--- src/stream_pkg.sv ---
package stream_pkg;

  localparam int BYTE_W   = 8;
  localparam int WORD_W   = 2 * BYTE_W;
  localparam int CREDIT_W = 3;

  localparam int OUT_CREDIT_INIT = 4; // words the consumer can take after reset

  typedef logic [BYTE_W-1:0]   byte_t;
  typedef logic [WORD_W-1:0]   word_t; // even byte in 7..0
  typedef logic [CREDIT_W-1:0] credit_t;

  // input stream, one byte per valid cycle
  typedef struct packed {
    logic  valid;
    byte_t data;
  } byte_beat_t;

  // output stream, one packed pair per valid cycle
  typedef struct packed {
    logic  valid;
    word_t data;
  } word_beat_t;

endpackage

--- src/ram_pkg.sv ---
package ram_pkg;

  localparam int ADDR_W     = 4;
  localparam int BANK_DEPTH = 2 ** ADDR_W; // byte pairs per bank

  // bank address
  typedef logic [ADDR_W-1:0] addr_t;

  // fill count, one bit wider so full is 16
  typedef logic [ADDR_W:0] count_t;

endpackage
--- src/width_doubler_top.sv ---
`timescale 1ns/1ps

module width_doubler_top (
  input  logic                   clk,
  input  logic                   rst_n,
  input  stream_pkg::byte_beat_t in_beat,
  output logic                   in_credit,
  output stream_pkg::word_beat_t out_beat,
  input  logic                   out_credit
);

  logic              even_empty;
  logic              odd_empty;
  stream_pkg::byte_t even_data;
  stream_pkg::byte_t odd_data;
  logic              pop; // shared by both banks

  byte_bank #(
    .LANE (0)
  ) even_bank (
    .clk     (clk),
    .rst_n   (rst_n),
    .in_beat (in_beat),
    .pop     (pop),
    .empty   (even_empty),
    .rd_data (even_data)
  );

  byte_bank #(
    .LANE (1)
  ) odd_bank (
    .clk     (clk),
    .rst_n   (rst_n),
    .in_beat (in_beat),
    .pop     (pop),
    .empty   (odd_empty),
    .rd_data (odd_data)
  );

  word_packer packer (
    .clk        (clk),
    .rst_n      (rst_n),
    .even_empty (even_empty),
    .odd_empty  (odd_empty),
    .even_data  (even_data),
    .odd_data   (odd_data),
    .pop        (pop),
    .out_credit (out_credit),
    .out_beat   (out_beat),
    .in_credit  (in_credit)
  );

endmodule

--- src/word_packer.sv ---
`timescale 1ns/1ps

module word_packer (
  input  logic                   clk,
  input  logic                   rst_n,
  input  logic                   even_empty,
  input  logic                   odd_empty,
  input  stream_pkg::byte_t      even_data,
  input  stream_pkg::byte_t      odd_data,
  output logic                   pop,
  input  logic                   out_credit,
  output stream_pkg::word_beat_t out_beat,
  output logic                   in_credit
);

  stream_pkg::credit_t credit; // words the consumer can still take
  logic                has_credit;
  logic                out_valid;

  assign has_credit = (credit != '0);

  // one pop covers one byte from each bank
  assign pop = !even_empty && !odd_empty && has_credit;

  always_ff @(posedge clk) begin
    if (!rst_n) begin
      credit <= stream_pkg::credit_t'(stream_pkg::OUT_CREDIT_INIT);
    end else begin
      case ({pop, out_credit})
        2'b10:   credit <= credit - stream_pkg::credit_t'(1);
        2'b01:   credit <= credit + stream_pkg::credit_t'(1);
        default: credit <= credit; // spend and return cancel out
      endcase
    end
  end

  // RAM read data lands one cycle after the pop, valid follows it
  always_ff @(posedge clk) begin
    if (!rst_n) begin
      out_valid <= 1'b0;
      in_credit <= 1'b0;
    end else begin
      out_valid <= pop;
      in_credit <= pop; // freed pair slot goes back upstream
    end
  end

  always_comb begin
    out_beat.valid = out_valid;
    out_beat.data  = {odd_data, even_data}; // odd byte high
  end

  // consumer must not hand back more credits than it was given
  a_credit_bound: assert property (
    @(posedge clk) disable iff (!rst_n)
    credit <= stream_pkg::credit_t'(stream_pkg::OUT_CREDIT_INIT)
  ) else $error("word_packer credit count %0d above limit", credit);

endmodule

--- src/byte_bank.sv ---
`timescale 1ns/1ps

module byte_bank #(
  parameter int LANE = 0
) (
  input  logic                   clk,
  input  logic                   rst_n,
  input  stream_pkg::byte_beat_t in_beat,
  input  logic                   pop,
  output logic                   empty,
  output stream_pkg::byte_t      rd_data
);

  // phase value on which this bank takes the byte
  localparam logic LANE_PHASE = (LANE != 0);

  if (LANE < 0 || LANE > 1) begin : g_lane_check
    $error("byte_bank LANE must be 0 or 1");
  end

  logic             phase; // parity of the next input byte
  logic             wr_en;
  ram_pkg::addr_t   wr_ptr;
  ram_pkg::addr_t   rd_ptr;
  ram_pkg::count_t  count;

  assign wr_en = in_beat.valid && (phase == LANE_PHASE);
  assign empty = (count == '0);

  always_ff @(posedge clk) begin
    if (!rst_n) begin
      phase <= 1'b0;
    end else if (in_beat.valid) begin
      phase <= ~phase;
    end
  end

  always_ff @(posedge clk) begin
    if (!rst_n) begin
      wr_ptr <= '0;
      rd_ptr <= '0;
      count  <= '0;
    end else begin
      if (wr_en) begin
        wr_ptr <= wr_ptr + ram_pkg::addr_t'(1); // wraps at depth
      end
      if (pop) begin
        rd_ptr <= rd_ptr + ram_pkg::addr_t'(1);
      end
      case ({wr_en, pop})
        2'b10:   count <= count + ram_pkg::count_t'(1);
        2'b01:   count <= count - ram_pkg::count_t'(1);
        default: count <= count; // idle or write and pop together
      endcase
    end
  end

  // read address follows rd_ptr, so a pop at edge P latches the head entry
  sync_ram_sdp #(
    .DATA_WIDTH    (stream_pkg::BYTE_W),
    .ADDRESS_WIDTH (ram_pkg::ADDR_W)
  ) ram (
    .clk          (clk),
    .write_enable (wr_en),
    .address_w    (wr_ptr),
    .address_r    (rd_ptr),
    .data_in      (in_beat.data),
    .data_out     (rd_data)
  );

  // upstream credit loop must keep the bank from overflowing
  a_no_overflow: assert property (
    @(posedge clk) disable iff (!rst_n)
    wr_en |-> (count != ram_pkg::count_t'(ram_pkg::BANK_DEPTH)) || pop
  ) else $error("byte_bank lane %0d write while full", LANE);

  // packer only pops when both banks hold data
  a_no_underflow: assert property (
    @(posedge clk) disable iff (!rst_n)
    pop |-> !empty
  ) else $error("byte_bank lane %0d pop while empty", LANE);

endmodule

--- src/sync_ram_sdp.sv ---
`timescale 1ns/1ps

module sync_ram_sdp #(
  parameter int DATA_WIDTH    = 8,
  parameter int ADDRESS_WIDTH = 10
) (
  input  logic                     clk,
  input  logic                     write_enable,
  input  logic [ADDRESS_WIDTH-1:0] address_w,
  input  logic [ADDRESS_WIDTH-1:0] address_r,
  input  logic [DATA_WIDTH-1:0]    data_in,
  output logic [DATA_WIDTH-1:0]    data_out
);

  localparam int DEPTH = 2 ** ADDRESS_WIDTH;

  logic [DATA_WIDTH-1:0] memory [0:DEPTH-1];
  logic [DATA_WIDTH-1:0] data_out_r;

  always_ff @(posedge clk) begin
    if (write_enable) begin
      memory[address_w] <= data_in;
    end
    data_out_r <= memory[address_r]; // read first, new data seen next cycle
  end

  assign data_out = data_out_r;

endmodule

--- config.mk ---
export PLATFORM = sky130hd
export DESIGN_NAME = width_doubler_top
export DESIGN_NICKNAME = d
export VERILOG_FILES = /design/src/stream_pkg.sv /design/src/ram_pkg.sv /design/src/width_doubler_top.sv /design/src/word_packer.sv /design/src/byte_bank.sv /design/src/sync_ram_sdp.sv
export SDC_FILE = /design/constraint.sdc
export NUM_CORES = 1
export LEC_CHECK = 0
export BUFFER_PORTS_ARGS = -buffer_cell sky130_fd_sc_hd__buf_4
export CELL_PAD_IN_SITES_DETAIL_PLACEMENT = 1
export CELL_PAD_IN_SITES_GLOBAL_PLACEMENT = 2
export CORE_ASPECT_RATIO = 0.8
export CORE_MARGIN = 1.5
export CORE_UTILIZATION = 30
export CTS_CLUSTER_DIAMETER = 80
export DETAILED_ROUTE_END_ITERATION = 16
export PLACE_DENSITY_LB_ADDON = 0.1
export REMOVE_ABC_BUFFERS = 1
export SLEW_MARGIN = 15
export SYNTH_ARGS = -nofsm -noshare
export SYNTH_HDL_FRONTEND = slang
export SYNTH_SLANG_ARGS = --single-unit
--- constraint.sdc ---
create_clock -name clk -period 3.09 [get_ports clk]
set_input_delay 0.4635 -clock clk [delete_from_list [all_inputs] [get_ports clk]]
set_output_delay 0.4635 -clock clk [all_outputs]
set_load 0.05 [all_outputs]
== After elaboration in Yosys (flattened, before gate mapping) ==
Memory sizes are Yosys's and may differ from the RTL's. A register that Yosys moved wholly into a read port is not among the register bits.
Index checks and enable logic that the tools add are counted.

* Output and inout port bits: 18
* Memories: 2
* Bits in writable memories: 256
* Input bits: 12
* Bits in registers: 32

* Eq/ne operators: 6
* $add $sub $neg: 10
* Bitwise logic cells: 2
* Reduce and logical (&&, ||, !) cells: 12
* Muxes and demuxes: 7

{| class="wikitable"
|+ Memories
! memory !! words !! width !! rd ports !! clocked after memory_dff !! wr ports !! RTL line !! text
|-
| even_bank.ram.memory || 16 || 8 || 1 || 1 || 1 || sync_ram_sdp.sv:17 || <nowiki>logic [DATA_WIDTH-1:0] memory [0:DEPTH-1];</nowiki>
|-
| odd_bank.ram.memory || 16 || 8 || 1 || 1 || 1 || sync_ram_sdp.sv:17 ||
|}

{| class="wikitable"
|+ Operator list
! cell !! count
|-
| $pmux W5 S2 || 2
|-
| $add A4 B1 Y4 const B || 4
|-
| $add A5 B1 Y5 const B || 2
|-
| $logic_not A5 Y1 || 2
|-
| $sub A5 B1 Y5 const B || 2
|-
| $eq A2 B1 Y1 const B || 3
|-
| $eq A2 B2 Y1 const B || 3
|-
| $pmux W3 S2 || 1
|-
| $reduce_bool A2 Y1 || 3
|-
| $logic_and A1 B1 Y1 || 4
|-
| $mux W1 || 4
|-
| $add A3 B1 Y3 const B || 1
|-
| $reduce_bool A3 Y1 || 1
|-
| $sub A3 B1 Y3 const B || 1
|-
| $logic_not A1 Y1 || 2
|-
| $not A1 Y1 || 2
|}

== Logic depth before layout (Yosys ltp) ==
* Depth in word-level cells: 6
* Gate-level depth with buffers: 13
* Depth with buffers taken out: 10

== Modules after synthesis ==
Synthesis repeated with hierarchy kept, for this count alone.

* Cells, all modules: 666
* Area, all modules: 12204.2 sq um

{| class="wikitable"
|+ Modules (own cells, without submodules)
! module !! seq. area each (sq um) !! cells an instance !! area each (sq um) !! times used
|-
| sync_ram_sdp || 4003.8 || 229 || 5147.4 || 2
|-
| byte_bank (even_bank) || 280.3 || 86 || 798.3 || 1
|-
| byte_bank (odd_bank) || 280.3 || 86 || 790.8 || 1
|-
| word_packer || 80.1 || 36 || 320.3 || 1
|}

== Worst setup path after synthesis ==
OpenSTA, ideal clock, no wires.

* Path type: register to register
* From: reg odd_bank.count[2]
* To: reg odd_bank.count[2]
* Stages on the path, launching flop included: 14
* Data arrival time: 2.667 ns
* Path buffers: 3
* Clock period less this slack: 2.736 ns
* Path slack: 0.354 ns
* Path through: dfxtp_1 -> buf_6 -> or3_4 -> o31ai_4 -> buf_6 -> nor2_1 -> ha_1 -> buf_2 -> xor2_1 -> ha_1 -> a21oi_1 -> xor2_1 -> or3_2 -> a21oi_1

* Longest elaborated chain between the ends: 6

{| class="wikitable"
|+ RTL lines
! item !! RTL line !! text
|-
| start, declared || byte_bank.sv:25 || <nowiki>ram_pkg::count_t count;</nowiki>
|-
| start signal, assigned || byte_bank.sv:51 || <nowiki>2'b10: count <= count + ram_pkg::count_t'(1);</nowiki>
|-
| start signal, assigned || byte_bank.sv:52 || <nowiki>2'b01: count <= count - ram_pkg::count_t'(1);</nowiki>
|-
| start signal, assigned || byte_bank.sv:53 || <nowiki>default: count <= count;</nowiki>
|-
| $logic_not A5 Y1 * || byte_bank.sv:28 || <nowiki>assign empty = (count == '0);</nowiki>
|-
| $logic_not A1 Y1 * || word_packer.sv:23 || <nowiki>assign pop = !even_empty && !odd_empty && has_credit;</nowiki>
|-
| $logic_and A1 B1 Y1 * (2 in a row) || word_packer.sv:23 ||
|-
| via even_bank.pop || byte_bank.sv:9 || <nowiki>input logic pop,</nowiki>
|-
| $eq A2 B1 Y1 / $eq A2 B2 Y1 (equally long branches) || byte_bank.sv:50 || <nowiki>case ({wr_en, pop})</nowiki>
|-
| $pmux W5 S2 / $reduce_bool A2 Y1 (equally long branches) || - ||
|}

Mark *: on every way through the listed nets, which the timed path passes. The rest lies on a longest branch.
A chain may end at the register's enable or synchronous reset.

== Worst setup path in the final report ==
* From: reg even_bank.count[1]
* To: reg even_bank.count[2]

* Longest elaborated chain between the ends: 6

{| class="wikitable"
|+ RTL lines
! item !! RTL line
|-
| start, declared || byte_bank.sv:25
|-
| start signal, assigned || byte_bank.sv:51
|-
| start signal, assigned || byte_bank.sv:52
|-
| start signal, assigned || byte_bank.sv:53
|-
| $logic_not A5 Y1 * || byte_bank.sv:28
|-
| $logic_not A1 Y1 * || word_packer.sv:23
|-
| $logic_and A1 B1 Y1 * (2 in a row) || word_packer.sv:23
|-
| via even_bank.pop || byte_bank.sv:9
|-
| $eq A2 B1 Y1 / $eq A2 B2 Y1 (equally long branches) || byte_bank.sv:50
|-
| $pmux W5 S2 / $reduce_bool A2 Y1 (equally long branches) || -
|}

Marks and branches as above.

==> flow_summary.ini <==
[timing]
setup_tns_ns = 0
worst_slew_margin_rel = 0.438
finalCritPeriodShare = 0.885
skew_ns = 0.0188
hold_viol = 0
worst_pin_slew_ns = 0.840
timing.fmax_ghz = 0.366
post-route-min-period_ns = 2.73
drv_slew = 0
setup_violations = 0
rsz0062_at_grt = no
fin_hold_ws_ns = 0.231

[run]
maxCapViolCount = 0

[floorplanning]
die_y_microns = 184
start_util = 0.303
ios = 30
core_sq_um = 40500
num_rows = 66
dieArea_sq_um = 42200
die_w_microns = 229

[synth]
synth_compound_area_frac = 0.0593
synth.cell_area_sq_um = 12300
synth_xor_area_frac = 0.0121
synthSimpleGateAreaFrac = 0.0526
synth-main-ff-cell = edfxtp_1
yosysMostFrequentCell = edfxtp_1
avgSynthCellArea_sq_um = 16.6
async_flop_share = 0
yosysTopAreaCell = edfxtp_1
synth_mux_area_frac = 0.117
netlist_instances = 738
synth-seq-cells = 304
yosys_warnings = 0
synth_common_cells = 256 x edfxtp_1, 72 x mux2i_1, 48 x dfxtp_1, 44 x nor2_1, 37 x nand2_1
synth-edff-count = 256
synth_top_family_by_area = multiplexers
synthAdderAreaFrac = 0.0200
ys_top_cells_by_area = edfxtp_1 63%, dfxtp_1 7.8%, mux2i_1 5.9%, mux4_2 5.9%, a221oi_1 2.3%
ys_seq_area_frac = 0.704
ys_types = 51
synth_top_area_frac = 0.626

[cts]
hold_buffers = 0
ctsResizeCount = 0
worstSkewPairLatency_ns = 0.52
cts_root_buffer = clkbuf_16
cts_tree = built
clkSlewWorstSetupHoldPaths_ns = 0.06
numCtsBuffers = 36
cts_setup_buffers = 0
clkSinkCount = 304
cts.path.max_buffers = 3
htreeDepth = 2

[drt]
wl_per_cell_microns = 21.4
first_pass_iters = 5
drc_errors = 0
via_per_inst = 4.75
num_vias = 6513
antenna_left = 0
wl_microns = 29300
drt_iter0_drc = 253

[worst_setup_path]
crit_required_ns = 3.53
arrival_ns = 3.17
startpoint_type = register
crit_path_end_kind = register
worstPathMaxFanout = 12
crit_type = register to register

[placement]
gp_congestion = 0.711
portBuffers = 29
dp_hpwl_microns = 18800

[global_route]
grt_usage = 0.142
grt_pass1_vias = 6889
grt_max_degree = 33
grt.overflow.total = 0
antenna_found_initial = 0
grt_pass1_wl_microns = 44700

[layout]
drive_gt1_frac = 0.203
fin_util = 0.352
nets = 832
num_antenna_cells = 0
synthToLayoutAreaGrowth_pct = 16.4

[hold_path]
hold_class = primary input to register

[power]
p_per_area_nw_per_um2 = 762
vdd_drop_max_mv = 0.334
leakage_nw = 4.63

[status]
status = finished clean
logic make-up after synthesis:
family | count (synthesis)
xor+xnor | 17
compound gates | 102
flops | 304
simple gates | 134
buf+inv | 58
mux | 104
fa+ha+maj | 19
final cells by class:
type / count / area [sq um]
sequential: 304 / 8650
tap: 544 / 681
fill: 4102 / 26300
multi-input combinational: 376 / 3210
clock inverter: 19 / 215
inverter: 11 / 41.3
timing repair buffer: 72 / 541
clock buffer: 44 / 952
worst max-delay path, cell delays in order, from the launching register on:
cell and delay (ns):
dfxtp_1 0.49, nor3_1 0.11, and2_4 0.22, nor2_1 0.32
ha_1 0.42, xor2_1 0.19, ha_1 0.22, a21oi_1 0.06
xor2_1 0.17, or3_1 0.32, a21oi_1 0.13
sequential cells by signal, indices dropped and copies added, names as in the netlist, 4 cells and up:
name / cells
odd_bank.rd_ptr: 4
even_bank.rd_ptr: 4
odd_bank.count: 5
odd_bank.ram.memory: 128
even_bank.count: 5
odd_bank.ram.data_out: 8
even_bank.ram.memory: 128
even_bank.ram.data_out: 8
even_bank.wr_ptr: 4
odd_bank.wr_ptr: 4
per-layer routing:
metal  track usage  part of all wire  vias to the layer above
li1              -                 -                     2997
met1         0.209              0.50                     3366
met2         0.210              0.43                      107
met3        0.0343             0.050                       43
met4        0.0366             0.019                        0
met5             0                 0                        -
where the power goes:
group          leakage [nW]  internal [W]  total, W  switching (W)
registers              2.70       0.00460   0.00474       0.000140
clock network         0.572       0.00260   0.00421        0.00161
logic                  1.36      0.000793   0.00194        0.00115
total                  4.63       0.00799    0.0109        0.00289
worst paths after layout:
check,cells past startpoint,slack (ns),to,start
setup / recovery,10,0.36,even_bank.count[2],even_bank.count[1]
hold / removal,3,0.23,odd_bank.phase,in_beat[8]
setup reg to reg,10,0.36,even_bank.count[2],even_bank.count[1]
hold reg to reg,2,0.48,even_bank.count[4],even_bank.count[4]
cells in the final DEF, fill, tap and decap left out, types with 6 or more instances in the layout:
cell and n:
clkbuf_1 7, nor3_1 11, o21ai_0 19, a221oi_1 32, dfxtp_1 46, nand3_1 6, a22oi_1 17, clkinv_2 7
clkinv_1 6, nor2_1 44, nand2b_1 10, a21oi_1 15, buf_4 72, mux4_2 32, edfxtp_1 256, mux2i_1 72
clkbuf_16 37, inv_1 10, nand2_1 37, xor2_1 14, ha_1 18
metrics by stage:
stage	total power [W]	area (sq um)	setup slack [ns]	cells
floorplan	0.00618	11900	0.150	691
CTS	0.0111	14300	0.345	1370
detailed placement	0.00680	13100	0.347	1307
finish	0.0109	14300	0.356	1370
global route	0.0114	14300	0.111	1370
global placement	0.00675	13100	0.457	1307
Power figures use the tool's default switching activity.
